===== src/hw/axil_pkg.sv =====
package axil_pkg;

    localparam int ADDR_W = 32;
    localparam int DATA_W = 32;
    localparam int STRB_W = DATA_W / 8;

    typedef logic [ADDR_W-1:0] addr_t;
    typedef logic [DATA_W-1:0] data_t;
    typedef logic [STRB_W-1:0] strb_t;

    // Read address channel
    typedef struct packed {
        addr_t araddr;
        logic  arvalid;
    } ar_req_t;

    // Read data channel without RRESP
    typedef struct packed {
        data_t rdata;
        logic  rvalid;
    } r_rsp_t;

    typedef struct packed {
        addr_t awaddr;
        logic  awvalid;
    } aw_req_t;

    typedef struct packed {
        data_t wdata;
        strb_t wstrb;
        logic  wvalid;
    } w_req_t;

    // Write response carries only the valid
    typedef struct packed {
        logic bvalid;
    } b_rsp_t;

endpackage

===== src/hw/mem_map_pkg.sv =====
package mem_map_pkg;

    localparam int BANK_IDX_W = 2;
    localparam int WORD_IDX_W = 6;
    localparam int NUM_BANKS  = 1 << BANK_IDX_W;
    localparam int BANK_DEPTH = 1 << WORD_IDX_W;

    // Bits 1:0 are the byte lane, bank field sits just above
    localparam int BANK_LSB = 2;
    localparam int WORD_LSB = BANK_LSB + BANK_IDX_W;

    typedef logic [BANK_IDX_W-1:0] bank_idx_t;
    typedef logic [WORD_IDX_W-1:0] word_idx_t;

    typedef enum logic [1:0] {RD_IDLE, RD_DATA, RD_WAIT} bank_rd_state_t;
    typedef enum logic [1:0] {WR_IDLE, WR_WAIT_ADDR, WR_WAIT_DATA, WR_RESP} bank_wr_state_t;

    // Consecutive words land in consecutive banks
    function automatic bank_idx_t bank_of(input axil_pkg::addr_t addr);
        return addr[WORD_LSB-1:BANK_LSB];
    endfunction

    // Upper address bits alias
    function automatic word_idx_t word_of(input axil_pkg::addr_t addr);
        return addr[WORD_LSB+WORD_IDX_W-1:WORD_LSB];
    endfunction

endpackage


===== src/hw/axil_sram_bank.sv =====
module axil_sram_bank (
    input  logic              CLK,
    input  logic              rstn,
    input  axil_pkg::ar_req_t ar,
    input  axil_pkg::aw_req_t aw,
    input  axil_pkg::w_req_t  w,
    input  logic              rready,
    input  logic              bready,
    output logic              arready,
    output logic              awready,
    output logic              wready,
    output axil_pkg::r_rsp_t  r,
    output axil_pkg::b_rsp_t  b
);

    axil_pkg::data_t mem [mem_map_pkg::BANK_DEPTH];

    mem_map_pkg::bank_rd_state_t rd_st;
    mem_map_pkg::bank_wr_state_t wr_st;
    mem_map_pkg::word_idx_t      rd_idx_q;
    mem_map_pkg::word_idx_t      wr_idx_q;
    axil_pkg::data_t             rdata_q;
    axil_pkg::data_t             wdata_q;
    axil_pkg::strb_t             wstrb_q;
    axil_pkg::data_t             wr_word_q;
    axil_pkg::data_t             merged;
    logic                        rvalid_q;
    logic                        bvalid_q;
    logic                        wr_merge;
    logic                        wr_commit;
    logic                        ar_hs;
    logic                        aw_hs;
    logic                        w_hs;

    assign ar_hs    = ar.arvalid && arready;
    assign aw_hs    = aw.awvalid && awready;
    assign w_hs     = w.wvalid && wready;
    assign r.rdata  = rdata_q;
    assign r.rvalid = rvalid_q;
    assign b.bvalid = bvalid_q;

    always_ff @(posedge CLK) begin
        if (rstn) begin
            rd_st    <= mem_map_pkg::RD_IDLE;
            arready  <= 1'b0;
            rvalid_q <= 1'b0;
        end else begin
            case (rd_st)
                mem_map_pkg::RD_IDLE: begin
                    arready <= !ar_hs;
                    if (ar_hs) begin
                        rd_st <= mem_map_pkg::RD_DATA;
                    end
                end
                mem_map_pkg::RD_DATA: begin
                    rd_st <= mem_map_pkg::RD_WAIT;
                end
                mem_map_pkg::RD_WAIT: begin
                    // rdata_q already loaded, raise valid and hold it
                    if (!rvalid_q) begin
                        rvalid_q <= 1'b1;
                    end else if (rready) begin
                        rvalid_q <= 1'b0;
                        rd_st    <= mem_map_pkg::RD_IDLE;
                    end
                end
                default: rd_st <= mem_map_pkg::RD_IDLE;
            endcase
        end
    end

    always_ff @(posedge CLK) begin
        if (rstn) begin
            wr_st     <= mem_map_pkg::WR_IDLE;
            awready   <= 1'b0;
            wready    <= 1'b0;
            bvalid_q  <= 1'b0;
            wr_merge  <= 1'b0;
            wr_commit <= 1'b0;
        end else begin
            // Merge stage then commit stage after the last handshake
            wr_merge  <= 1'b0;
            wr_commit <= wr_merge;
            case (wr_st)
                mem_map_pkg::WR_IDLE: begin
                    awready <= !aw_hs;
                    wready  <= !w_hs;
                    if (aw_hs) begin
                        // Data may arrive in the same beat
                        wr_merge <= w_hs;
                        wr_st    <= mem_map_pkg::WR_WAIT_DATA;
                    end else if (w_hs) begin
                        wr_st <= mem_map_pkg::WR_WAIT_ADDR;
                    end
                end
                mem_map_pkg::WR_WAIT_DATA: begin
                    if (w_hs) begin
                        wready   <= 1'b0;
                        wr_merge <= 1'b1;
                    end
                    if (wr_commit) begin
                        bvalid_q <= 1'b1;
                        wr_st    <= mem_map_pkg::WR_RESP;
                    end
                end
                mem_map_pkg::WR_WAIT_ADDR: begin
                    if (aw_hs) begin
                        awready  <= 1'b0;
                        wr_merge <= 1'b1;
                    end
                    if (wr_commit) begin
                        bvalid_q <= 1'b1;
                        wr_st    <= mem_map_pkg::WR_RESP;
                    end
                end
                mem_map_pkg::WR_RESP: begin
                    if (bready) begin
                        bvalid_q <= 1'b0;
                        wr_st    <= mem_map_pkg::WR_IDLE;
                    end
                end
                default: wr_st <= mem_map_pkg::WR_IDLE;
            endcase
        end
    end

    // Old word with the strobed bytes replaced
    always_comb begin
        merged = mem[wr_idx_q];
        for (int i = 0; i < axil_pkg::STRB_W; i++) begin
            if (wstrb_q[i]) begin
                merged[8*i +: 8] = wdata_q[8*i +: 8];
            end
        end
    end

    always_ff @(posedge CLK) begin
        if (ar_hs) begin
            rd_idx_q <= mem_map_pkg::word_of(ar.araddr);
        end
        if (rd_st == mem_map_pkg::RD_DATA) begin
            rdata_q <= mem[rd_idx_q];
        end
        if (aw_hs) begin
            wr_idx_q <= mem_map_pkg::word_of(aw.awaddr);
        end
        if (w_hs) begin
            wdata_q <= w.wdata;
            wstrb_q <= w.wstrb;
        end
        if (wr_merge) begin
            wr_word_q <= merged;
        end
        // Single array write, on entry to WR_RESP
        if (wr_commit) begin
            mem[wr_idx_q] <= wr_word_q;
        end
    end

endmodule


===== config.mk =====
export PLATFORM = sky130hd
export DESIGN_NAME = axil_sram_bank
export DESIGN_NICKNAME = d
export VERILOG_FILES = /design/src/hw/axil_pkg.sv /design/src/hw/mem_map_pkg.sv /design/src/hw/axil_sram_bank.sv
export SDC_FILE = /design/constraint.sdc
export NUM_CORES = 2
export LEC_CHECK = 0
export BUFFER_PORTS_ARGS = -buffer_cell sky130_fd_sc_hd__buf_2
export CORE_MARGIN = 8
export CORE_UTILIZATION = 55
export CTS_CLUSTER_DIAMETER = 60
export DETAILED_ROUTE_END_ITERATION = 16
export PLACE_DENSITY = 0.72
export RECOVER_POWER = 100
export SYNTH_ARGS = -nofsm -noshare
export SYNTH_HDL_FRONTEND = slang
export SYNTH_SLANG_ARGS = --single-unit
export TNS_END_PERCENT = 10

===== constraint.sdc =====
create_clock -name CLK -period 9.7 [get_ports CLK]
set_clock_uncertainty 0.1 [all_clocks]
set_input_delay 1.94 -clock CLK [delete_from_list [all_inputs] [get_ports CLK]]
set_output_delay 1.94 -clock CLK [all_outputs]
set_load 0.02 [all_outputs]

After elaboration in Yosys (flattened, before gate mapping). Memories as Yosys holds them, arrays and structs flattened. A register that Yosys moved wholly into a read port is not among the register bits. Index checks and enable logic that the tools add are counted.

Equality and inequality tests: 13. Multiplexer cells: 29. Reduce and logical (&&, ||, !) cells: 17.

Operators by type and width (number): 8-bit two-way mux (4); 2-bit two-way mux (7); 2-bit != test (second input constant) (6); 2-bit one-hot mux with 3 select lines (2); 1-bit two-way mux (11); 3-bit AND reduction (3); 2-bit equality test (second input constant) (3); 6-bit two-way mux (1); 1-bit one-hot mux with 2 select lines (3); 2-bit nonzero test (3); 2-bit by 1-bit equality test with 1-bit output (second input constant) (2); 2-bit logical NOT (2); 2-bit AND reduction (2); 1-bit logical AND (3); 1-bit logical NOT (3); 3-bit != test (second input constant) (1); 1-bit one-hot mux with 3 select lines (1); 2-bit by 1-bit != test with 1-bit output (second input constant) (1); 2-bit OR reduction (1).

Flip-flop bits (word level): 91. RAM bits: 2048. Bits of input ports: 107. Output and inout port bits: 37. Word-level logic and storage cells: 74. Memories: 1.

Memories: mem (words 64, bits a word 32, rd ports 2, clocked after Yosys merged registers in 2, wr ports 1, RTL line axil_sram_bank.sv:16) `axil_pkg::data_t mem [mem_map_pkg::BANK_DEPTH];`.

Logic depth before layout (Yosys ltp).
Depth after elaboration: 4. Depth in mapped cells: 10. Gate-level depth less buffers: 7.

Least setup slack after synthesis. No wires, ideal clock.

Path type: reg-to-reg. Start: register wr_idx_q[3]. End: memory mem[48][0] in the netlist's numbering (enable). Setup time: 461 ps. Arrival time: 3091 ps. Data required time: 9139 ps. Setup slack: 6048 ps. Cell stages (with the launch flop): 5. Path buffers: 1. Clock period less this slack: 3652 ps. Cell sequence: edfxtp_1 -> clkbuf_1 -> nor2b_1 -> nand4b_1 -> nor3_1.

RTL lines: from (decl) (RTL line axil_sram_bank.sv:21) `mem_map_pkg::word_idx_t wr_idx_q;`; from (signal assigned) (RTL line axil_sram_bank.sv:145) `wr_idx_q <= mem_map_pkg::word_of(aw.awaddr);`; to (decl) (RTL line axil_sram_bank.sv:16).

No word-level cell before the write port.

==> results.toml <==
[logic_synthesis]
synth_fp_nets = 5709
synth_compound_area_frac = 0.0636
synthCells = 5596
synth.ff_latch_count = 2177
seq_area_frac_synth = 0.659
avgSynthCellArea_um2 = 17.7
synth_warnings = 0
synth_top_area_cell = "edfxtp_1"
synth_edf_count = 2160
synth-adder-area-share = 0.000759
synth.distinct_cells = 41
synth_top_area_share = 0.656
ys.flop_type = "edfxtp_1"
yosys-top-cells-area = "edfxtp_1 66%, mux4_2 15%, mux2i_1 6.7%"
synth-xor-area-share = 0.0000885
synth_top_family_by_area = "multiplexers"
synthSimpleGateAreaFrac = 0.0258
synthMuxAreaShare = 0.230
synth_area_um2 = 98900
synthArstFlopShare = 0

[place]
dp.cells = 7784
placed_cell_area_um2 = 102000
place_congestion = 0.876
io_buffers = 91
place_hpwl_mm = 178

[pwr]
p_leak_nw = 35.3
p_total_w = 0.0229
powerDensity_nw_per_um2 = 210
vdd_drop_max_uv = 178

[sta]
tns_ns = 0
maxSlewViolCount = 4277
max_freq_ghz = 0.144
slew_headroom = -2.07
worstMarginPinSlew_ns = 4.60
rsz0062_at_grt = "false"
min_period_over_period = 0.714
period_minus_slack_ns = 6.93
report.final.hold_viol_count = 0
setup_viol_count_final = 0

[detailed_routing]
drtAntennaViolNets = 0
drc = 0
avgRoutedWirePerCell_um = 40.2
vias = 60800
wl_mm = 330
drt-pass1-iter-count = 8
drtIter0Drc = 10300
vias_per_cell = 7.42

[cts]
cts_buffers = 219
clockBufferDepth = 3
root_buffer = "clkbuf_16"
clkSinkCount = 2177
cts_hold_buf = 0
worstSkewPairLatency_ns = 0.88
htreeDepth = 4
path_clk_slew_ns = 0.06
post_cts_buffers = 0
cts_tree = "yes"
cts_resized = 0

[run_status]
violations = "max-capacitance violations, max-slew violations"
outcome = "finished with violations"

[worst_setup_path]
cp_max_fo = 86
critPathKind = "reg2reg"
path_cells = "buf_12 -> nor4bb_1 -> buf_4 -> a21oi_1 -> o211ai_1 -> nor2_1 -> o21ai_0"
crit_family = "simple AND/OR/NAND/NOR gates"
slowest_stage = "dfxtp_1"
startpoint_type = "flop"
crit_path_end_kind = "flop"
r2r_cells = 7
path_buf_inv = 2
worstPathArrival_ns = 7.54
required_ns = 10.31
r2r_end = "wr_word_q[29]$_DFFE_PP_"
cp_slowest_stage_delay_ns = 2.28
r2r_setup_slack_ns = 2.77

[finish]
utilization = 0.611
synthToLayoutAreaGrowth_pct = 10.2
layout_common_cells = "2160 x edfxtp_1, 667 x mux2i_1, 662 x mux4_2"
fin_nets = 5763
final_common_cell = "edfxtp_1"
drive_above_1_share = 0.220
final_cell_count_no_fill = 8197
fin_area_um2 = 109000

[floorplanning]
rows = 155
die_x_um = 440
pin_count = 144
core_um2 = 179000
dieHeight_um = 440
initial_utilization = 0.554
die-area_um2 = 194000

[worst_hold_path]
hold_start = "rvalid_q$_SDFFE_PP0N_"
whs_endpoint = "rvalid_q$_SDFFE_PP0N_"
whs_path_depth = 2
min_path_type = "reg2reg"

[global_routing]
grt_pass1_vias = 60800
overflow = 0
grt_antenna_before_repair = 10
grt_pass1_wl_mm = 453
grt_max_degree = 117
grt_util_all_layers = 0.334

[run]
drv_cap = 109
==> metrics by stage <==
| step | hold slack (ns) | worst slack, ns |
|---|---|---|
| 2_1_floorplan | 0.368 | 6.05 |
| 3_3_place_gp | 0.380 | 5.26 |
| 6_report | 0.402 | 2.77 |
| 3_5_place_dp | 0.389 | 5.24 |
| 5_1_grt | 0.447 | 2.59 |
| 4_1_cts | 0.401 | 5.21 |
==> report_power, final <==
group	switching [W]	internal [W]
logic	0.00240	0.00137
clock network	0.00363	0.00483
registers	0.000164	0.0105
total	0.00620	0.0167
==> tightest hold or removal path: stages, from the launching register on <==
cell and delay, ns:
dfxtp_1 0.32, o21ai_0 0.07, a21oi_1 0.06
==> Yosys cell counts, types with 6 or more instances <==
cell,number
mux4_2,662
inv_1,8
nor2b_1,16
mux2i_1,667
nand3_1,57
a31oi_1,16
a2111oi_0,32
nand2b_1,10
and2_1,7
and3_1,15
buf_1,41
o211ai_1,33
o21ai_0,107
a22oi_1,391
dfxtp_1,17
nor2_1,189
buf_4,25
nand2_1,231
clkbuf_1,210
nand4_1,13
o21ai_1,30
edfxtp_1,2160
buf_2,147
buf_6,17
mux2_2,100
nor3_1,36
o22ai_1,65
a21oi_1,196
a221oi_1,74
ha_1,6
==> cells by family (layout without fill, tap and decap cells) <==
group,Yosys count,in the layout
AOI/OAI and AO/OA,945,945
xor gates and xnor gates,1,1
and+or+nand+nor,589,589
muxes,1429,1429
buffers and inverters,449,687
adders and majority gates,6,6
DFF,2177,2177
other,0,8
==> final cells by class <==
cell class / count / area (µm²)
Sequential cell: 2177 / 65200
Clock buffer: 271 / 5820
Timing Repair Buffer: 273 / 1520
Multi-Input combinational cell: 2970 / 32200
Fill cell: 12600 / 69600
Inverter: 9 / 33.8
Clock inverter: 134 / 1330
Antenna cell: 8 / 20.0
Tap cell: 2355 / 2950
==> worst max path at each step <==
stage                          start                      end  slack [ns]  cells after the start
2_1_floorplan  wr_idx_q[3]$_DFFE_PP_     mem[48][0]$_DFFE_PP_        6.05                      4
3_3_place_gp   rd_idx_q[0]$_DFFE_PP_     rdata_q[4]$_DFFE_PN_        5.26                      8
3_5_place_dp   rd_idx_q[0]$_DFFE_PP_     rdata_q[4]$_DFFE_PN_        5.24                      8
4_1_cts        rd_idx_q[0]$_DFFE_PP_     rdata_q[4]$_DFFE_PN_        5.21                      8
5_1_grt        rd_idx_q[0]$_DFFE_PP_     rdata_q[4]$_DFFE_PN_        2.59                      8
6_report                        flop  wr_word_q[29]$_DFFE_PP_        2.77                      7
==> state kept, by name (all words and copies together), names as in the netlist, named ones only <==
name,flops
arready,1
awready,1
b,1
mem,2048
rd_idx_q,6
rd_st,2
rdata_q,32
rvalid_q,1
wdata_q,32
wr_commit,1
wr_idx_q,6
wr_merge,1
wr_st,2
wr_word_q,32
wready,1
wstrb_q,4
==> per-layer routing <==
metal / wire (µm) / track usage / share of wire
met1: 110000 / 0.432 / 0.33
met4: 32100 / 0.258 / 0.098
met5: 13 / 0 / 0.000039
met3: 44100 / 0.0782 / 0.13
met2: 143000 / 0.491 / 0.43
(Power assumes the default switching activity.)
