==> src/hw/axil_pkg.sv <==
package axil_pkg;

    localparam int ADDR_W = 32;
    localparam int DATA_W = 32;
    localparam int STRB_W = DATA_W / 8;

    typedef logic [ADDR_W-1:0] addr_t;
    typedef logic [DATA_W-1:0] data_t;
    typedef logic [STRB_W-1:0] strb_t;

    // Read address channel
    typedef struct packed {
        addr_t araddr;
        logic  arvalid;
    } ar_req_t;

    // Read data channel without RRESP
    typedef struct packed {
        data_t rdata;
        logic  rvalid;
    } r_rsp_t;

    typedef struct packed {
        addr_t awaddr;
        logic  awvalid;
    } aw_req_t;

    typedef struct packed {
        data_t wdata;
        strb_t wstrb;
        logic  wvalid;
    } w_req_t;

    // Write response carries only the valid
    typedef struct packed {
        logic bvalid;
    } b_rsp_t;

endpackage
==> src/hw/mem_map_pkg.sv <==
package mem_map_pkg;

    localparam int BANK_IDX_W = 2;
    localparam int WORD_IDX_W = 6;
    localparam int NUM_BANKS  = 1 << BANK_IDX_W;
    localparam int BANK_DEPTH = 1 << WORD_IDX_W;

    // Bits 1:0 are the byte lane, bank field sits just above
    localparam int BANK_LSB = 2;
    localparam int WORD_LSB = BANK_LSB + BANK_IDX_W;

    typedef logic [BANK_IDX_W-1:0] bank_idx_t;
    typedef logic [WORD_IDX_W-1:0] word_idx_t;

    typedef enum logic [1:0] {RD_IDLE, RD_DATA, RD_WAIT} bank_rd_state_t;
    typedef enum logic [1:0] {WR_IDLE, WR_WAIT_ADDR, WR_WAIT_DATA, WR_RESP} bank_wr_state_t;

    // Consecutive words land in consecutive banks
    function automatic bank_idx_t bank_of(input axil_pkg::addr_t addr);
        return addr[WORD_LSB-1:BANK_LSB];
    endfunction

    // Upper address bits alias
    function automatic word_idx_t word_of(input axil_pkg::addr_t addr);
        return addr[WORD_LSB+WORD_IDX_W-1:WORD_LSB];
    endfunction

endpackage

==> src/hw/axil_resp_merge.sv <==
module axil_resp_merge (
    input  axil_pkg::r_rsp_t                  bank_r [mem_map_pkg::NUM_BANKS],
    input  axil_pkg::b_rsp_t                  bank_b [mem_map_pkg::NUM_BANKS],
    input  logic                              rready,
    input  logic                              bready,
    output axil_pkg::r_rsp_t                  r,
    output axil_pkg::b_rsp_t                  b,
    output logic [mem_map_pkg::NUM_BANKS-1:0] bank_rready,
    output logic [mem_map_pkg::NUM_BANKS-1:0] bank_bready
);

    axil_pkg::data_t rdata_or;
    logic            rvalid_or;
    logic            bvalid_or;

    // Only one bank can hold a read or write response at a time,
    // so a plain OR of the masked responses is enough
    always_comb begin
        rdata_or  = '0;
        rvalid_or = 1'b0;
        bvalid_or = 1'b0;
        for (int i = 0; i < mem_map_pkg::NUM_BANKS; i++) begin
            rvalid_or = rvalid_or | bank_r[i].rvalid;
            bvalid_or = bvalid_or | bank_b[i].bvalid;
            if (bank_r[i].rvalid) begin
                rdata_or = rdata_or | bank_r[i].rdata;
            end
        end
    end

    assign r.rdata  = rdata_or;
    assign r.rvalid = rvalid_or;
    assign b.bvalid = bvalid_or;

    // Idle banks ignore ready
    assign bank_rready = {mem_map_pkg::NUM_BANKS{rready}};
    assign bank_bready = {mem_map_pkg::NUM_BANKS{bready}};

endmodule

==> config.mk <==
export PLATFORM = sky130hd
export DESIGN_NAME = axil_resp_merge
export DESIGN_NICKNAME = d
export VERILOG_FILES = /design/src/hw/axil_pkg.sv /design/src/hw/mem_map_pkg.sv /design/src/hw/axil_resp_merge.sv
export SDC_FILE = /design/constraint.sdc
export NUM_CORES = 1
export LEC_CHECK = 0
export BUFFER_PORTS_ARGS = -buffer_cell sky130_fd_sc_hd__buf_2
export CAP_MARGIN = 20
export CORE_MARGIN = 8
export CORE_UTILIZATION = 24
export DETAILED_ROUTE_END_ITERATION = 8
export PLACE_DENSITY = 0.85
export SLEW_MARGIN = 10
export SYNTH_ARGS = -nofsm -noshare
export SYNTH_HDL_FRONTEND = slang
export SYNTH_SLANG_ARGS = --single-unit
==> constraint.sdc <==
create_clock -name vclk -period 0.9
set_input_delay 0.045 -clock vclk [all_inputs]
set_output_delay 0.045 -clock vclk [all_outputs]
set_load 0.01 [all_outputs]
# After elaboration in Yosys (flattened, before gate mapping)

Index checks and enable logic that the tools add are counted.

Logic and storage cells: 13
Bits of input ports: 138
Register bits: 0

Mux-type cells: 4
Bitwise gates (word level): 9

Operators by type and width:

| operator          | number |
|---|---|
| 32-bit 2-to-1 mux | 4 |
| 32-bit bitwise OR | 3 |
| 1-bit bitwise OR  | 6 |

# Longest topological paths before layout

Gate-level depths: netlist of run 1.

Word-level depth: 7
Depth in mapped cells: 4

# Worst setup path before layout of run 1

No wires, ideal clock.

Path kind: in2out
Start point: input port bank_r[66] in the netlist's numbering
End point: output port r[0] in the netlist's numbering
Required time: 855 ps
Arrival time: 809 ps
Path slack: 46 ps
Stages on the path: 3
Path buffers: 2
Cells stage by stage: clkbuf_1 > or4_4 > buf_4

Cells in the longest elaborated chain, start to end: 3

Ends and longest elaborated chain:

| what                          | line                  | RTL |
|---|---|---|
| start: declaration            | axil_resp_merge.sv:2  | `input axil_pkg::r_rsp_t bank_r [mem_map_pkg::NUM_BANKS],` |
| 1-bit bitwise OR (3 in a row) | axil_resp_merge.sv:23 | `rvalid_or = rvalid_or \| bank_r[i].rvalid;` |
| end: declaration              | axil_resp_merge.sv:6  | `output axil_pkg::r_rsp_t r,` |

No other way between the ends.

==> results.txt, run 1 <==
- Summing the areas of all fa, ha and maj instances in the mapped netlist gives 0% of the synthesized area.
* Clock network fraction of total power: 0%
* CP Max Fanout: 2
- Transition time of the tightest slew-check pin: 236 ps
- Subtracting the final worst setup slack from the clock period gives 871 ps.
- Total placed cells including tap cells: 318
- Area overhead of the layout relative to synthesis: 105%
- The internal power of the cells totals 0.437 mW.
* Sort of element at the end of the critical path: output port
- Max_slew headroom: 84.2%
- Yosys instantiated no cell more often than a22oi_1.
* Aggregate global-route resource usage: between 10% and 20%
- Required time at the endpoint of the critical path: approximately 850 ps
* Sequential share of the synthesized area: 0%
- Max Freq: 1.15 GHz
- The synthesized design devotes to its leading area cell type 62.4% of total area.
- Worst setup timing slack at the placement stage: around 35 ps
- Summed over all nets, the half-perimeter wirelength after detailed placement is 4.28 mm.
- After Yosys synthesis, and, or, nand and nor cells account for 18.0% of the synthesized area.
- Largest delay share family, worst path: simple AND/OR/NAND/NOR gates
* Leakage dissipation: 0.930 nW
- After synthesis the cells add up to 769 um2.
- Of the available clock period, the critical path in the final layout requires a little over nine tenths.
- Summing the areas of all compound-gate instances in the mapped netlist gives a little over three fifths of the synthesized area.
- Counting instances in the post-synthesis netlist gives the leading cell types as a22oi_1, nand2_1, buf_2, buf_4, clkbuf_1.
* Slowest stage cell, crit path: or4_4
- Hold slack final: 90.1 ps
- Cell type contributing the most total cell area after synthesis: a22oi_1
* Share of cells above drive strength 1: 64.6%
- Overall routed net length: between 4 and 5 mm
- Setup slack of the critical path after layout: 29.4 ps
* Count of final max-slew check failures: 0
- Max capacitance violation total: 0
* Cells after Synth: 123
- Dominant cell type by count on the critical path: buf_2
- Placer congestion estimate: just over 0.8
* Buffers inserted by post-CTS timing repair: 0
- Number of standard cells in the final layout excluding fillers: 318
- Number of remaining DRC errors: 0
- In this run, the number of DRC markers left after iteration 0 of detailed routing was around 120.
* Critical Path, Cell by Cell: buf_2, or4_4, buf_2
* Count of cells along the worst hold path: 0
* Proportion of synthesized area in mux cells: 0%
- The number of endpoints with negative hold slack in the final report was 0.
- Slowest stage delay, CP: around 520 ps
- Once layout is complete, the utilization of the core stands at 51.7%.
- Port Buffers: 170
- P_sw: 0.372 mW
- Die Wd: 72.6 um
- Routed Antenna Nets: 0
- Arrival time worst endpoint: 830 ps
- The number of buffers and inverters on the critical path is 2.
- By area the synthesized netlist is led by a22oi_1, nand2_1, buf_4.
- Setup violations remaining at the end of the flow were counted as 0.
* Worst Hold Path EP: bank_rready[2]
- RSZ-0062 raised after global routing: no
- From bottom edge to top edge, the die measures a little over 70 um.
* Startpoint Class: input port
- Power density of the placed cells: 513 nW/um2
- Router iterations before antenna repair: 4
* Sum Neg Setup Slack: 0 ps
* Worst VDD drop: 0.291 mV
- Post-DP Area: 1570 um2
- Total area of sequential cells: 0 um2
- Startpoint of the lowest-slack hold path: rready
- Critical path depth: 3
- Initial antenna violation count: 0
- Once the floorplan was initialized, standard cells occupied between 20% and 30% of the core.
- Overall power consumption after layout is estimated at 0.809 mW.
- Overall via count from detail_route: 1,571
* Total overflow reported by the global router: 0
* DR WL/cell: 15.7 um
* Via density per instance: just under 5
* Count of synthesis-stage warnings from yosys: 0
* Avg Synthesized Cell Area: 6.26 um2
- Die area: ~5300 um2
* Outcome: finished, final reports clean
* Antenna Diode Count: 0
* Worst hold path type: input port to output port
* Final-stage net count: 414
- Entering global routing, the biggest net connects 33 pins.
- Combinational logic burns 100.0% of the power.
- Clock buffer count: 0
- Portion of total power attributed to sequential cells: 0%
- There are 0 flip-flops and latches.
* Fraction of power spent switching nets: 46.0%
- Floorplan core area: 3050 um2
- Floorplan row count: 20
* IO Pins: 180
* Number of different library cells in the post-synthesis netlist: 8
* Xor and xnor area share after synthesis: 0%
- The number of nets in the synthesized netlist is 261.
- Combinational family with the most area after synthesis: compound AO/OA/AOI/OAI gates
* Final instance area: 1580 um2
- Via count of the first global-routing pass: 1,504
- Wire length of the first global-routing pass: about 7.3 mm
- Critical path start-end classification: input port to output port
==> routing by layer <==
metal  routed length [um]  track usage (%)  vias up
met3                  882             10.3        0
met4                    0                0        0
met1                 1630             16.4      682
li1                     -                -      780
met2                 2480             29.7      109
met5                    0                0        -
==> power by group through the flow <==
stage | logic (mW) | registers [mW] | clock network (mW)
2_1_floorplan | 0.399 | 0 | 0
3_3_place_gp | 0.798 | 0 | 0
3_5_place_dp | 0.809 | 0 | 0
4_1_cts | 0.812 | 0 | 0
5_1_grt | 0.886 | 0 | 0
6_report | 0.809 | 0 | 0
==> final cells by class <==
class,count,area (um2)
multi-input combinational,98,619
fill,316,1480
timing repair buffer,176,903
tap,44,55.1
==> cells in the final DEF (no fill, tap or decap), drive strengths merged <==
master,count
nand2,32
buf,176
a22oi,64
or4,2
==> how the worst max path moves through the flow <==
stage	start	to	slack (ps)
after floorplan	bank_r[66]	r[0]	50
after global placement	bank_r[99]	r[0]	40
after detailed placement	bank_r[99]	r[0]	40
after CTS	bank_r[99]	r[0]	40
after global routing	bank_r[0]	r[10]	4
final	bank_r[99]	r[0]	30
==> logic make-up (layout without fill, tap and decap cells) <==
kind of cell	Yosys count	after routing
simple gates	34	34
buf+inv	25	176
compound gates	64	64
==> what timing repair did <==
item,in CTS,in global routing
hold buffers,0,0
resized for setup,0,2
endpoints found under the setup margin,0,15
Power figures use the tool's default switching activity.
==> run 2, diff against run 1 <==
CORE_AREA = 5 5 67 69   (was default)
CORE_MARGIN = default   (was 8)
CORE_UTILIZATION = default   (was 24)
DIE_AREA = 0 0 72 74   (was default)
PLACE_DENSITY = 0.74   (was 0.85)
==> results.txt, run 2 (synthesis gave the netlist of run 1 again) <==
- Outcome: finished, final reports clean
* Clock buffer count: 0
- After routing, the total negative slack on setup checks comes to 0 ps.
* Floorplan row count: 23
- Worst Hold Path EP: bank_bready[0]
* Leading cell type in the layout, fill and taps excluded: buf_2
- After filler insertion, the fill cell instance count of the layout stands at 415.
* Via density per instance: 4.92
- Initial antenna violation count: 0
* Total area of sequential cells: 0 um2
- Prior to clock tree synthesis, the placed netlist has a worst setup slack of about 27 ps.
- Count of final max-slew check failures: 0
- Power spread over the standard cell area amounts to 512 nW/um2.
- In this run the remaining antenna-violating nets after routing total 0.
* Max_slew headroom: 84.1%
- The routed design has 4.46 mm of wire.
- Max Freq: 1.14 GHz
- In this run the horizontal extent of the chip is 72 um.
* Arrival time worst endpoint: 830 ps
- Slowest stage cell, crit path: or4_4
- In the finished design the tool counted flip-flops and latches totalling 0.
- Buffers inserted by post-CTS timing repair: 0
- Dividing the detail-routed wire length by the instance count gives 13.7 um.
- The number of global-route vias before repair came to 1,600.
- At the worst endpoint, the required time is 850 ps.
* Aggregate global-route resource usage: 14.8%
* # setup viols final: 0
- The worst setup path is launched from an input port.
* Worst VDD drop: 0.301 mV
* Overall via count from detail_route: 1,600
- Port Buffers: 170
- Die area: about 5300 um2
- Hold slack final: roughly 90 ps
- The worst hold path was traced through 0 stages.
* Number of remaining DRC errors: 0
- RSZ-0062 raised after global routing: no
* Slowest stage delay, CP: 520 ps
- Among the stages of the critical path, the cell type that occurs most often is buf_2.
* Total overflow reported by the global router: 0
- Total power: 0.824 mW
* Die outline height: between 70 and 80 um
- The library cells used most frequently in the layout, excluding fill and tap cells, are buf_2, a22oi_1, nand2_1.
- Final-stage net count: 415
- Fraction of the cycle the final worst path needs: 97.5%
* Startpoint of the lowest-slack hold path: bready
- Largest delay share family, worst path: simple AND/OR/NAND/NOR gates
* 1st-iter DRT viols: 69
- Before antenna repair, the detailed router went through 4 iterations.
* Antenna Diode Count: 0
- Max-cap violations in this run came to 0.
* Final worst path period need: 877 ps
* Final HPWL DP: around 3.8 mm
* Critical Path, Cell by Cell: buf_2, or4_4, buf_2
- Leakage dissipation: 0.939 nW
* Critical path start-end classification: input port to output port
- Transition time of the tightest slew-check pin: between 200 and 250 ps
- CP Max Fanout: 2
* Worst setup startpoint: bank_r[99]
- Sort of element at the end of the critical path: output port
- The initial utilization of the core area, before any placement, comes to 20.0%.
- Hold violation total from the final report: 0
* Placer congestion estimate: between 0.7 and 0.8
* IO Pins: 180
- Worst hold path type: input port to output port
- Layout Utilization: 41.8%
- Floorplan core area: 3860 um2
- Of the cells placed in the final design, the portion with a size suffix greater than 1 is 65.5%.
- Entering global routing, the biggest net connects 33 pins.
- Area overhead of the layout relative to synthesis: 109%
* Wire length of the first global-routing pass: 6.69 mm
- Setup slack of the critical path after layout: 22.7 ps
- The number of buffers and inverters on the critical path is 2.
==> run 2: cell count changes in the layout (fill, tap and decap cells not counted), sizes merged <==
cell and delta:
buf +1
==> run 2: final cells by class <==
class / instances / area (um2) / share of cell area (%)
multi-input combinational: 98 / 629 / 39.1
timing repair buffer: 177 / 920 / 57.1
tap: 50 / 62.6 / 3.88
==> run 2: metrics by stage <==
step,area (um2),instances
global placement,1600,325
finish,1610,325
CTS,1600,325
detailed placement,1600,325
floorplan,769,123
global route,1610,325
==> run 2: worst max-delay path by stage <==
| stage | slack [ps] | end | cells past startpoint |
|---|---|---|---|
| final | 20 | r[0] | 3 |
| after global placement | 20 | r[31] | 5 |
| after global routing | 0.2 | r[27] | 5 |
| after floorplan | 50 | r[0] | 3 |
| after CTS | 30 | r[31] | 5 |
| after detailed placement | 30 | r[31] | 5 |
==> run 2: where the power goes <==
part | total (mW) | leakage (nW) | internal (mW) | switching, mW
combinational | 0.824 | 0.939 | 0.447 | 0.377
clock | 0 | 0 | 0 | 0
sequential | 0 | 0 | 0 | 0
total | 0.824 | 0.939 | 0.447 | 0.377
==> run 2: what timing repair did <==
action / 4_1_cts / 5_1_grt
hold buffers: 0 / 0
endpoints found under the setup margin: 0 / 23
gates resized for setup: 0 / 3
==> run 2: routing by layer <==
layer / up-vias / GRT usage (%) / share of wire (%)
li1: 782 / - / -
met1: 711 / 16.0 / 34
met4: 0 / 1.67 / 0.45
met5: - / 0 / 0
met3: 7 / 2.57 / 11
met2: 100 / 30.5 / 55
==> run 3, diff against run 2 <==
SETUP_SLACK_MARGIN = 0.5   (was default)
==> results.txt, run 3 (synthesis gave the netlist of run 1 again) <==
- In this run, post-CTS hold repair placed 0 buffers.
- Summed over all cells, the static leakage comes to between 1 and 1.5 nW.
- Number of filler cells placed in the layout: 408
- Routability-driven placement finished with a final weighted congestion of around 0.8.
* Antenna Diode Count: 0
- Dividing the detail-routed wire length by the instance count gives 15.1 um.
* Port Buffers: 170
- Layout Utilization: between 40% and 50%
* IO Pins: 180
- Leading cell type in the layout, fill and taps excluded: buf_2
* Sum Neg Setup Slack: 0 ps
- The number of global-route vias before repair is 1,542.
- VDD sags by at most 0.381 mV.
- Cell internal power was estimated by the tool at between 0.5 and 0.6 mW.
- Startpoint Class: input port
* # setup viols final: 0
- Clock buffer count: 0
- Derived from the worst setup path, the maximum achievable clock frequency is 1.17 GHz.
- For this configuration, the core starts out at a cell density of approximately a fifth.
- Portion of total power attributed to sequential cells: 0%
- In this run the worst setup path terminates at r[0].
* Critical path start-end classification: input port to output port
- Worst hold path type: input port to output port
* Overall via count from detail_route: 1,625
* Transition time of the tightest slew-check pin: 293 ps
- The first global-routing pass estimated about 6.6 mm of wire.
- Aggregate global-route resource usage: 14.7%
- STA puts the critical path data required time at between 800 and 900 ps.
- In this run, the combinational gates consume 100.0% of the power.
* Final-stage net count: 417
- For this design the ratio of total power to cell area is 515 nW/um2.
* Commonest non-fill, non-tap cells in the layout: buf_2, a22oi_1, nand2_1
* Router iterations before antenna repair: 4
- Die outline height: between 70 and 80 um
- The tool flagged a number of max-cap violations equal to 0.
- Cells with a size suffix above 1 make up 73.3% of the layout.
- Setup repair after global routing could not meet its margin everywhere.
- In this run the worst path has a maximum fanout of 2.
- Hold is met by 90.0 ps.
- Area overhead of the layout relative to synthesis: 144%
* Fraction of the cycle the final worst path needs: between 90% and 100%
* Count of final max-slew check failures: 0
- Sequential cells: 0
- The routed design has 4.94 mm of wire.
- P_sw: approximately 0.43 mW
* Worst setup startpoint: bank_r[66]
- For this run, design rule violations remaining after detail routing come to 0.
* Fraction of power spent switching nets: 44.1%
* Total area of sequential cells: 0 um2
- Final worst path period need: 853 ps
- The worst pin sits at a relative slew slack of 80.5%.
* Final HPWL DP: 3.78 mm
- The die covers between 5000 and 6000 um2.
- Entering global routing, the biggest net connects 33 pins.
- Die Wd: 72 um
- The number of endpoints with negative hold slack in the final report came to 0.
* Clock network fraction of total power: 0%
- The detailed router finished its first iteration with 106 violations.
- Floorplan row count: 23
* Total overflow reported by the global router: 0
- In this run the remaining antenna-violating nets after routing total 0.
- Via density per instance: slightly below 5
* Sort of element at the end of the critical path: output port
* Floorplan core area: 3860 um2
- In this run the post-CTS setup repair buffer count came out at 0.
* Outcome: finished, final reports clean
- At the worst endpoint, the arrival time is 810 ps.
- The initial antenna violation count is 0.
==> run 3: layout make-up <==
type | instances | area, um2 | area share [%]
tap | 50 | 62.6 | 3.33
multi-input combinational | 98 | 733 | 39.0
timing repair buffer | 179 | 1080 | 57.6
==> run 3: worst max-delay path, cell delays in order <==
cell,delay [ps]
buf_6,90
or4_4,530
buf_6,140
==> run 3: metal layers <==
layer	track usage [%]	share of wire [%]	vias to the layer above
met5	0	0	-
met4	1.04	0.12	0
met3	3.38	12	3
met2	30.2	54	96
met1	15.6	34	742
li1	-	-	784
==> run 3: worst min-delay path by stage <==
stage / from / slack [ps] / to / cells after the start
2_1_floorplan: bready / 180 / bank_bready[0] / 1
3_3_place_gp: bready / 90 / bank_bready[3] / 0
3_5_place_dp: bready / 90 / bank_bready[3] / 0
4_1_cts: bready / 90 / bank_bready[3] / 0
5_1_grt: bready / 90 / bank_bready[3] / 0
6_report: rready / 90 / bank_rready[2] / 0
==> run 3: metrics by stage <==
step	worst slack, ps	instance area [um2]	total power, mW	instances
5_1_grt	40.0	1880	1.06	327
3_3_place_gp	24.2	1600	0.808	324
6_report	47.0	1880	0.968	327
2_1_floorplan	61.2	846	0.434	123
3_5_place_dp	25.9	1600	0.822	324
4_1_cts	49.7	1660	0.847	324
==> run 3: repair_timing <==
item,in CTS,in global routing
pin swaps,2,3
gates resized for setup,10,34
setup endpoints to repair,34,34
gates cloned,0,3
hold endpoints to repair,0,0
==> run 3: power groups by stage <==
stage / registers (mW) / clock network, mW / logic [mW]
finish: 0 / 0 / 0.968
global route: 0 / 0 / 1.06
CTS: 0 / 0 / 0.847
detailed placement: 0 / 0 / 0.822
global placement: 0 / 0 / 0.808
floorplan: 0 / 0 / 0.434
