===== src/hw/axil_pkg.sv =====
package axil_pkg;

    localparam int ADDR_W = 32;
    localparam int DATA_W = 32;
    localparam int STRB_W = DATA_W / 8;

    typedef logic [ADDR_W-1:0] addr_t;
    typedef logic [DATA_W-1:0] data_t;
    typedef logic [STRB_W-1:0] strb_t;

    // Read address channel
    typedef struct packed {
        addr_t araddr;
        logic  arvalid;
    } ar_req_t;

    // Read data channel without RRESP
    typedef struct packed {
        data_t rdata;
        logic  rvalid;
    } r_rsp_t;

    typedef struct packed {
        addr_t awaddr;
        logic  awvalid;
    } aw_req_t;

    typedef struct packed {
        data_t wdata;
        strb_t wstrb;
        logic  wvalid;
    } w_req_t;

    // Write response carries only the valid
    typedef struct packed {
        logic bvalid;
    } b_rsp_t;

endpackage

===== src/hw/mem_map_pkg.sv =====
package mem_map_pkg;

    localparam int BANK_IDX_W = 2;
    localparam int WORD_IDX_W = 6;
    localparam int NUM_BANKS  = 1 << BANK_IDX_W;
    localparam int BANK_DEPTH = 1 << WORD_IDX_W;

    // Bits 1:0 are the byte lane, bank field sits just above
    localparam int BANK_LSB = 2;
    localparam int WORD_LSB = BANK_LSB + BANK_IDX_W;

    typedef logic [BANK_IDX_W-1:0] bank_idx_t;
    typedef logic [WORD_IDX_W-1:0] word_idx_t;

    typedef enum logic [1:0] {RD_IDLE, RD_DATA, RD_WAIT} bank_rd_state_t;
    typedef enum logic [1:0] {WR_IDLE, WR_WAIT_ADDR, WR_WAIT_DATA, WR_RESP} bank_wr_state_t;

    // Consecutive words land in consecutive banks
    function automatic bank_idx_t bank_of(input axil_pkg::addr_t addr);
        return addr[WORD_LSB-1:BANK_LSB];
    endfunction

    // Upper address bits alias
    function automatic word_idx_t word_of(input axil_pkg::addr_t addr);
        return addr[WORD_LSB+WORD_IDX_W-1:WORD_LSB];
    endfunction

endpackage


===== src/hw/axil_req_decode.sv =====
module axil_req_decode (
    input  logic                              CLK,
    input  logic                              rstn,
    input  axil_pkg::ar_req_t                 ar,
    input  axil_pkg::aw_req_t                 aw,
    input  axil_pkg::w_req_t                  w,
    input  logic                              rsp_r_done,
    input  logic                              rsp_b_done,
    input  logic [mem_map_pkg::NUM_BANKS-1:0] bank_arready,
    input  logic [mem_map_pkg::NUM_BANKS-1:0] bank_awready,
    input  logic [mem_map_pkg::NUM_BANKS-1:0] bank_wready,
    output logic                              arready,
    output logic                              awready,
    output logic                              wready,
    output axil_pkg::ar_req_t                 bank_ar [mem_map_pkg::NUM_BANKS],
    output axil_pkg::aw_req_t                 bank_aw [mem_map_pkg::NUM_BANKS],
    output axil_pkg::w_req_t                  bank_w  [mem_map_pkg::NUM_BANKS]
);

    mem_map_pkg::bank_idx_t ar_bank;
    mem_map_pkg::bank_idx_t aw_bank;
    mem_map_pkg::bank_idx_t w_bank;
    mem_map_pkg::bank_idx_t wr_bank_q;
    logic                   rd_busy;
    logic                   wr_busy;
    logic                   w_open;

    assign ar_bank = mem_map_pkg::bank_of(ar.araddr);
    assign aw_bank = mem_map_pkg::bank_of(aw.awaddr);

    // Data follows the open write, or the address offered in the same cycle
    assign w_open = wr_busy || aw.awvalid;
    assign w_bank = wr_busy ? wr_bank_q : aw_bank;

    assign arready = !rd_busy && bank_arready[ar_bank];
    assign awready = !wr_busy && bank_awready[aw_bank];
    // Data ahead of its address stalls here
    assign wready  = w_open && bank_wready[w_bank];

    always_comb begin
        for (int i = 0; i < mem_map_pkg::NUM_BANKS; i++) begin
            bank_ar[i].araddr  = ar.araddr;
            bank_ar[i].arvalid = ar.arvalid && !rd_busy &&
                                 (ar_bank == mem_map_pkg::bank_idx_t'(i));
            bank_aw[i].awaddr  = aw.awaddr;
            bank_aw[i].awvalid = aw.awvalid && !wr_busy &&
                                 (aw_bank == mem_map_pkg::bank_idx_t'(i));
            bank_w[i].wdata    = w.wdata;
            bank_w[i].wstrb    = w.wstrb;
            bank_w[i].wvalid   = w.wvalid && w_open &&
                                 (w_bank == mem_map_pkg::bank_idx_t'(i));
        end
    end

    // One read and one write in flight at most
    always_ff @(posedge CLK) begin
        if (rstn) begin
            rd_busy <= 1'b0;
            wr_busy <= 1'b0;
        end else begin
            if (ar.arvalid && arready) begin
                rd_busy <= 1'b1;
            end else if (rsp_r_done) begin
                rd_busy <= 1'b0;
            end
            if (aw.awvalid && awready) begin
                wr_busy   <= 1'b1;
                wr_bank_q <= aw_bank;
            end else if (rsp_b_done) begin
                wr_busy <= 1'b0;
            end
        end
    end

endmodule


===== config.mk =====
export PLATFORM = sky130hd
export DESIGN_NAME = axil_req_decode
export DESIGN_NICKNAME = d
export VERILOG_FILES = /design/src/hw/axil_pkg.sv /design/src/hw/mem_map_pkg.sv /design/src/hw/axil_req_decode.sv
export SDC_FILE = /design/constraint.sdc
export NUM_CORES = 1
export LEC_CHECK = 0
export BUFFER_PORTS_ARGS = -buffer_cell sky130_fd_sc_hd__buf_4
export CAP_MARGIN = 5
export CORE_AREA = 2 2 207 209
export CTS_BUF_LIST = sky130_fd_sc_hd__clkbuf_4 sky130_fd_sc_hd__clkbuf_8 sky130_fd_sc_hd__clkbuf_16
export CTS_CLUSTER_DIAMETER = 40
export DETAILED_ROUTE_END_ITERATION = 8
export DIE_AREA = 0 0 209 211
export GPL_TIMING_DRIVEN = 0
export SKIP_LAST_GASP = 1
export SLEW_MARGIN = 20
export SYNTH_ARGS = -nofsm -noshare
export SYNTH_HDL_FRONTEND = slang
export SYNTH_SLANG_ARGS = --single-unit

===== constraint.sdc =====
create_clock -name CLK -period 2.3 [get_ports CLK]
set_input_delay 0.46 -clock CLK [delete_from_list [all_inputs] [get_ports CLK]]
set_output_delay 0.46 -clock CLK [all_outputs]
set_load 0.1 [all_outputs]

Yosys cells after proc, flatten, opt, wreduce, memory -nomap -nowiden

Cells that the tools add are included.

Bits in registers: 4
Latch bits: 0
RAM bits: 0
ROM bits: 0
Bits of input ports: 119
Output and inout bits: 415
Word-level logic and storage cells: 56
Memories: 0

Add/sub/neg operators: 0
$mul: 0
Divide/modulo/power cells: 0
Magnitude comparators: 3
Equal/unequal tests: 9
Shift-type cells: 0
Mux-type cells: 11
Bitwise gates (word level): 1
Reductions and logical operators: 29

Operators by type and width:

| kind               | count |
|---|---|
| $logic_and 1x1->1  | 20 |
| $eq 2x2->1 const B | 6 |
| $lt 2x3->1 const B | 3 |
| $mux 1             | 7 |
| $bmux 1 s2         | 3 |
| $eq 2x1->1 const B | 3 |
| $logic_not 2->1    | 3 |
| $reduce_bool 2->1  | 2 |
| $logic_not 1->1    | 2 |
| $mux 2             | 1 |
| $reduce_and 2->1   | 1 |
| $logic_or 1x1->1   | 1 |
| $not 1->1          | 1 |

Logic depth before layout (Yosys ltp)

Gate-level depths: netlist of run 1.

Depth after elaboration: 5
Depth in mapped cells: 3
Depth with buffers taken out: 3

Worst setup path before layout of run 1

No wires, ideal clock.

Kind: input -> output
Start point: in aw[0] (netlist bit)
End point: out bank_w[37] (netlist bit)
Arrival: 3818 ps
Required time: 1840 ps
Path slack: -1978 ps
Stages: 3
Buffers on the path: 0
Cells stage by stage: nand2b_1 -> nor3b_1 -> o21a_1

RTL lines:

| item               | RTL line              | text |
|---|---|---|
| start: declaration | axil_req_decode.sv:5  | `input axil_pkg::aw_req_t aw,` |
| end: declaration   | axil_req_decode.sv:17 | `output axil_pkg::w_req_t bank_w [mem_map_pkg::NUM_BANKS]` |

Final worst setup path of run 1

Start point: in aw[3] (netlist bit)
End point: out wready

Cells in the longest elaborated chain, start to end: 4

RTL lines:

| item                         | RTL line              | text |
|---|---|---|
| $mux 2                       | axil_req_decode.sv:33 | `assign w_bank = wr_busy ? wr_bank_q : aw_bank;` |
| $bmux 1 s2                   | axil_req_decode.sv:38 | `assign wready = w_open && bank_wready[w_bank];` |
| $mux 1 (not written as such) | axil_req_decode.sv:38 |  |
| $logic_and 1x1->1            | axil_req_decode.sv:38 |  |
| end: declaration             | axil_req_decode.sv:14 | `output logic wready,` |

No other way between the ends. The select of a mux whose other input is x is not followed.

==> out/results.txt, run 1 <==
Max-cap viol count -> 0
Htree depth -> 1
Gate power share -> 0.915
Largest cells by area after synthesis -> buf_4, edfxtp_1, mux4_2
Sequential power share -> 0.019
Pint -> 0.001279 W
Sw Pwr -> 0.003173 W
RSZ-0062 raised after global routing -> false
Minimum clock period -> 2.213 ns
Vias -> 3646
Area Growth Syn to Fin -> 121.3%
Status -> completed
Leakage power -> 4.257 nW
Hold buffer count at CTS -> 0
Worst-Skew Late Latency -> 0.22 ns
Post-route DRC -> 0
Final Cycle Share -> 0.9622
First-pass GRT wire length -> 18270 um
Number of global-route vias before repair -> 3276
CTS root buf -> clkbuf_16
Worst Path Max Fanout -> 11
Wirelength, routed -> 13440 um
Number of top-level pins -> 534
Count of different cell masters after synthesis -> 22
Hold path cells -> 2
Clock group share of total power -> 0.066
Die Y -> 211 um
Synth warn -> 0
Clock sinks -> 4
GP Congestion -> 0.7308
Clk buf depth -> 2
Hold Path Class -> in2reg
Antenna cells -> 0
Register area share after synthesis -> 0.02943
CTS Buf Count -> 3
CP Data Required Time -> 1.84 ns
Vias per cell -> 2.564
Post-synth top area share -> 0.8830
Largest net degree at the start of global routing -> 12
Setup Buffers After CTS -> 0
Worst VDD drop -> 396.5 uV
Wire per inst -> 9.451 um
Layout cell share with drive strength beyond 1 -> 0.9706
Finished Core Util -> 0.1803
Total die area -> 0.04410 mm^2
Syn Inst Count -> 442
Max_slew headroom -> 0.7356
DP Area -> 0.007441 mm^2
FP Rows -> 75
Worst setup skew after layout -> 0.0006366 ns
Initial antenna violation count -> 0
Critical Path End Type -> primary output
IO Port Bufs -> 437
Clk slew on worst S/H paths -> 0.03 ns
Fmax -> 451.9 MHz
Synth Register Bits -> 4
R2R depth -> 2
GRT Overall Usage -> 0.05116
Iter 0 DRT Violations -> 54
CTS tree -> built
Cell area power density -> 591.4 mW/mm^2
Largest area contributor in the netlist -> buf_4
Final-stage net count -> 1003
Starting Density -> 0.08144
DP Wirelength -> 12560 um
# setup viols final -> 0
Syn avg cell area -> 7.694 um^2
Core ar. -> 0.04176 mm^2
Startpoint types -> primary input
GRT overflow -> 0
Mapped cell area -> 0.003401 mm^2
Worst Tran Pin Value -> 0.3958 ns
Setup_tns -> 0 ns
Drt pass-1 iters -> 3
Overall Power -> 0.004452 W
Antenna-violating nets left -> 0
Final Slew Violations -> 0
Final Cell Area -> 0.007527 mm^2
DIE WIDTH -> 209 um
Net Count, Synth -> 561
Critical path class -> in2out
Sw frac -> 0.7127
Hold Fails Final Rpt -> 0
Critical path arrival -> 1.75 ns
-- state kept, by name (all words and copies together), names as in the netlist --
signal / cells
wr_bank_q: 2
wr_busy: 1
rd_busy: 1
-- kinds of logic (layout without fill, tap and decap cells) --
group / after synthesis / after routing / share of synthesized area
buffers and inverters: 401 / 842 / 0.8841
AND/OR/NAND/NOR: 25 / 25 / 0.04489
AO/OA/AOI/OAI: 7 / 7 / 0.01472
multiplexers: 5 / 5 / 0.02686
flip-flops: 4 / 4 / 0.02943
-- metal layers --
metal | GRT usage | part of all wire | wire length (um) | up-vias
li1 | - | - | - | 1841
met1 | 0.05360 | 0.34 | 4546 | 1549
met2 | 0.1084 | 0.57 | 7667 | 256
met3 | 0.009069 | 0.091 | 1226 | 0
met4 | 0.002956 | 0 | 0 | 0
met5 | 0 | 0 | 0 | -
-- cells in the mapped netlist --
| cell | count |
|---|---|
| a21oi_1 | 1 |
| and3_1 | 1 |
| and3b_1 | 1 |
| and4b_1 | 1 |
| buf_4 | 400 |
| dfxtp_1 | 2 |
| edfxtp_1 | 2 |
| inv_1 | 1 |
| mux2i_1 | 2 |
| mux4_1 | 1 |
| mux4_2 | 2 |
| nand2_1 | 2 |
| nand2b_1 | 2 |
| nor2_1 | 6 |
| nor2b_1 | 5 |
| nor3_1 | 1 |
| nor3b_1 | 4 |
| nor3b_2 | 1 |
| o21a_1 | 4 |
| o22a_1 | 1 |
| o22ai_1 | 1 |
| or2_1 | 1 |
-- placed cells by master (no fill, tap or decap), types with 3 or more instances in the layout --
cell type	instances
nor3b_4	3
clkbuf_16	3
nor2b_1	3
buf_4	836
nor2_1	5
o21a_4	3
-- final timing paths --
check / to / slack [ns] / start
worst max-delay path: wready / 0.09 / aw[3]
worst min-delay path: rd_busy$_SDFFE_PP0P_ / 0.42 / rstn
worst max register to register: wr_bank_q[1]$_DFFE_PP_ / 1.13 / wr_busy$_SDFFE_PP0P_
worst min register to register: rd_busy$_SDFFE_PP0P_ / 0.65 / rd_busy$_SDFFE_PP0P_
-- worst max-delay path, stage by stage --
cell	delay [ns]
buf_4	0.19
mux4_1	0.56
nor2b_1	0.14
o22a_1	0.21
buf_6	0.19
-- stage by stage --
stage,std cells,setup WS [ns],hold WS [ns]
4_1_cts,1422,0.03118,0.4223
5_1_grt,1422,0.02861,0.4335
2_1_floorplan,442,-0.03135,0.5324
3_5_place_dp,1418,0.04376,0.6513
3_3_place_gp,1418,0.05471,0.6457
6_report,1422,0.08694,0.4228
-- power by group through the flow --
stage | logic, W | registers, W | clock network, W
3_5_place_dp | 0.00409 | 0.0000864 | 0
6_report | 0.00407 | 0.0000851 | 0.000292
2_1_floorplan | 0.00345 | 0.0000844 | 0
5_1_grt | 0.00415 | 0.0000859 | 0.000304
3_3_place_gp | 0.00408 | 0.0000862 | 0
4_1_cts | 0.00409 | 0.0000854 | 0.000296
-- final cells by class --
class / instances / area (um^2)
Multi-Input combinational cell: 37 / 379.1
Fill cell: 4696 / 34230
Sequential cell: 4 / 100.1
Clock buffer: 4 / 82.58
Inverter: 1 / 3.754
Buffer: 400 / 3003
Timing Repair Buffer: 437 / 3284
Tap cell: 539 / 674.4
-- repair_timing --
| item | 4_1_cts | 5_1_grt |
|---|---|---|
| hold endpoints to repair | 0 | 0 |
| resized for setup | 0 | 1 |
| setup endpoints to repair | 0 | 1 |
(Power assumes the default switching activity.)
==> run 2, diff against run 1 <==
--- a/config.mk
+++ b/config.mk
@@ -5,11 +5,13 @@
 export SDC_FILE = /design/constraint.sdc
 export NUM_CORES = 1
 export LEC_CHECK = 0
+export ABC_AREA = 1
 export BUFFER_PORTS_ARGS = -buffer_cell sky130_fd_sc_hd__buf_4
 export CAP_MARGIN = 5
 export CORE_AREA = 2 2 207 209
 export CTS_BUF_LIST = sky130_fd_sc_hd__clkbuf_4 sky130_fd_sc_hd__clkbuf_8 sky130_fd_sc_hd__clkbuf_16
 export CTS_CLUSTER_DIAMETER = 40
+export CTS_CLUSTER_SIZE = 25
 export DETAILED_ROUTE_END_ITERATION = 8
 export DIE_AREA = 0 0 209 211
 export GPL_TIMING_DRIVEN = 0
==> out/results.txt, run 2 <==
CP Data Required Time -> 1.84 ns (about the same)
Drt pass-1 iters -> 2 (was 3)
Largest cells by area after synthesis -> buf_4, nand2_1, nor3_1 (was buf_4, edfxtp_1, mux4_2)
Placed Cells -> 1448 (was 1418)
CTS tree -> built (unchanged)
Minimum clock period -> 2.111 ns (was 2.213 ns)
Syn Inst Count -> 472 (was 442)
Most used DFF post-synth -> edfxtp_1 (unchanged)
Critical Path End Type -> primary output (unchanged)
Leakage power -> 4.301 nW (was 4.257 nW)
Final Slew Violations -> 0 (unchanged)
Min-Delay Endpoint -> rd_busy$_SDFFE_PP0P_ (unchanged)
Largest net degree at the start of global routing -> 12 (unchanged)
R2R Path End -> wr_bank_q[1]$_DFFE_PP_ (unchanged)
Clock sinks -> 4 (unchanged)
Iter 0 DRT Violations -> 38 (was 54)
Mapped cell area -> 0.003416 mm^2 (was 0.003401 mm^2)
Overall Power -> 0.004464 W (was 0.004452 W)
Vias -> 3783 (was 3646)
Post-synth EDFFs -> 2 (unchanged)
Worst VDD drop -> 270.0 uV (was 396.5 uV)
Startpoint types -> primary input (unchanged)
Final hold slack -> 0.4281 ns (was 0.4228 ns)
GP Congestion -> 0.7973 (was 0.7308)
Worst Tran Pin Value -> 0.6317 ns (was 0.3958 ns)
Critical path arrival -> 1.65 ns (was 1.75 ns)
RR Startpoint -> wr_busy$_SDFFE_PP0P_ (unchanged)
Non-Filler Instances -> 1452 (was 1422)
Top-count cell post-synth -> buf_4 (unchanged)
Max FFs per register -> 2 (unchanged)
Layout cell share with drive strength beyond 1 -> 0.9398 (was 0.9706)
Antenna-violating nets left -> 0 (unchanged)
Die Y -> 211 um (unchanged)
DP Wirelength -> 11610 um (was 12560 um)
Largest regs -> wr_bank_q (2), rd_busy (1), wr_busy (1) (unchanged)
Worst setup skew after layout -> 0.002662 ns (was 0.0006366 ns)
RSZ-0062 raised after global routing -> false (unchanged)
Htree depth -> 1 (unchanged)
R2R depth -> 4 (was 2)
Worst Min Path Start -> rstn (unchanged)
DIE WIDTH -> 209 um (unchanged)
Max-cap viol count -> 0 (unchanged)
Area Growth Syn to Fin -> 120.1% (was 121.3%)
Largest area contributor in the netlist -> buf_4 (unchanged)
Hold Path Class -> in2reg (unchanged)
Post-route DRC -> 0 (unchanged)
Wire per inst -> 8.630 um (was 9.451 um)
Worst-Skew Late Latency -> 0.23 ns (was 0.22 ns)
Final Cycle Share -> 0.9176 (was 0.9622)
CTS root buf -> clkbuf_16 (unchanged)
IO Port Bufs -> 437 (unchanged)
GRT overflow -> 0 (unchanged)
Syn avg cell area -> 7.237 um^2 (was 7.694 um^2)
Starting Density -> 0.08180 (was 0.08144)
Flop2flop setup slack -> 1.03 ns (was 1.13 ns)
Wirelength, routed -> 12530 um (was 13440 um)
Clk buf depth -> 2 (unchanged)
Commonest non-fill, non-tap cells in the layout -> buf_4, nand2_1, inv_1, nand3_1 (was buf_4, nor2_1)
Hold Fails Final Rpt -> 0 (unchanged)
Number of top-level pins -> 534 (unchanged)
Core ar. -> 0.04176 mm^2 (unchanged)
Synth Register Bits -> 4 (unchanged)
Max_slew headroom -> 0.5760 (was 0.7356)
Synth async-reset ratio -> 0 (unchanged)
# setup viols final -> 0 (unchanged)
GRT Overall Usage -> 0.04788 (was 0.05116)
Leading cell type in the layout, fill and taps excluded -> buf_4 (unchanged)
Initial antenna violation count -> 0 (unchanged)
Hold buffer count at CTS -> 0 (unchanged)
Status -> completed (unchanged)
Cell area power density -> 593.8 mW/mm^2 (was 591.4 mW/mm^2)
Synth warn -> 0 (unchanged)
Final-stage net count -> 1033 (was 1003)
Number of global-route vias before repair -> 3449 (was 3276)
Count of different cell masters after synthesis -> 18 (was 22)
FP Rows -> 75 (unchanged)
Fillers -> 4672 (was 4696)
Fmax -> 473.8 MHz (was 451.9 MHz)
Post-synth top area share -> 0.8791 (was 0.8830)
Final Cell Area -> 0.007518 mm^2 (was 0.007527 mm^2)
Net Count, Synth -> 591 (was 561)
Final WS setup -> 0.1895 ns (was 0.08694 ns)
Post-synth top cells -> buf_4, nand2_1, nor3_1 (was buf_4, nor2_1, nor2b_1)
Register area share after synthesis -> 0.02930 (was 0.02943)
First-pass GRT wire length -> 17370 um (was 18270 um)
CTS Buf Count -> 3 (unchanged)
Total die area -> 0.04410 mm^2 (unchanged)
Clk slew on worst S/H paths -> 0.04 ns (was 0.03 ns)
DP Area -> 0.007435 mm^2 (was 0.007441 mm^2)
Worst Path Max Fanout -> 10 (was 11)
Worst slack at placement -> 0.1875 ns (was 0.04376 ns)
Top reg by flops -> wr_bank_q (unchanged)
Antenna cells -> 0 (unchanged)
Hold path cells -> 2 (unchanged)
Critical path class -> in2out (unchanged)
Vias per cell -> 2.605 (was 2.564)
-- run 2: cell count changes after synthesis, moves of 2 or more --
cell / delta
nor2b_1: -5
nor3_1: +11
mux2i_1: -2
nand2b_1: -2
nor3b_1: -4
inv_2: +2
nand2_2: +2
mux4_2: -2
nor2_1: -3
nand3_1: +7
nand2_1: +22
inv_1: +8
o21a_1: -4
-- run 2: metal layers --
layer | up-vias | share of wire | routed length [um] | global-route usage
met2 | 261 | 0.59 | 7381 | 0.1036
met5 | - | 0 | 0 | 0
met3 | 2 | 0.098 | 1226 | 0.01279
met1 | 1603 | 0.31 | 3904 | 0.04571
li1 | 1917 | - | - | -
met4 | 0 | 0.0015 | 19 | 0.003202
-- run 2: area by class of cell --
cell class	count	area, um^2	share of cell area
plain buffers	400	3003	0.3994
clock buffers	4	82.58	0.01098
inverters	11	41.29	0.005492
multi-input cells	57	335.3	0.04460
flip-flops and latches	4	101.3	0.01348
well taps	539	674.4	0.08970
repair buffers	437	3281	0.4363
-- run 2: per-stage QoR --
step / util / setup TNS, ns
finish: 0.1800 / 0
CTS: 0.1800 / 0
global route: 0.1800 / 0
global placement: 0.1780 / 0
floorplan: - / -3.721
detailed placement: 0.1780 / 0
-- run 2: worst max path at each step --
stage | startpoint | endpoint | slack (ns) | depth (start not counted)
after floorplan | ar[0] | bank_ar[0] | -0.86 | 4
after detailed placement | aw[4] | bank_w[0] | 0.19 | 6
after global placement | aw[4] | bank_w[0] | 0.20 | 6
after global routing | aw[4] | bank_w[0] | 0.05 | 6
final | aw[4] | bank_w[0] | 0.19 | 6
after CTS | wr_busy$_SDFFE_PP0P_ | bank_w[111] | 0.07 | 5
-- run 2: repair_timing --
| action | 4_1_cts | 5_1_grt |
|---|---|---|
| buffers inserted | 0 | 0 |
| setup endpoints to repair | 0 | 1 |
| resized for setup | 0 | 1 |
-- run 2: cells by family (layout without fill, tap and decap cells) --
logic type	after synthesis	after routing	share of synthesized area
and+or+nand+nor	50	50	0.06594
AOI/OAI and AO/OA	7	7	0.01355
DFF	4	4	0.02931
buffers and inverters	411	852	0.8912
-- run 2: critical path: stages --
cell	delay, ns
buf_4	0.15
inv_1	0.11
o21ai_2	0.31
inv_1	0.17
nor3_2	0.14
buf_4	0.31
-- run 2: report_power, final --
part           switching, W  internal [W]   total, W
Clock             0.0000597      0.000242   0.000302
Sequential       0.00000480     0.0000793  0.0000841
Combinational       0.00313      0.000946    0.00408
Total               0.00320       0.00127    0.00446
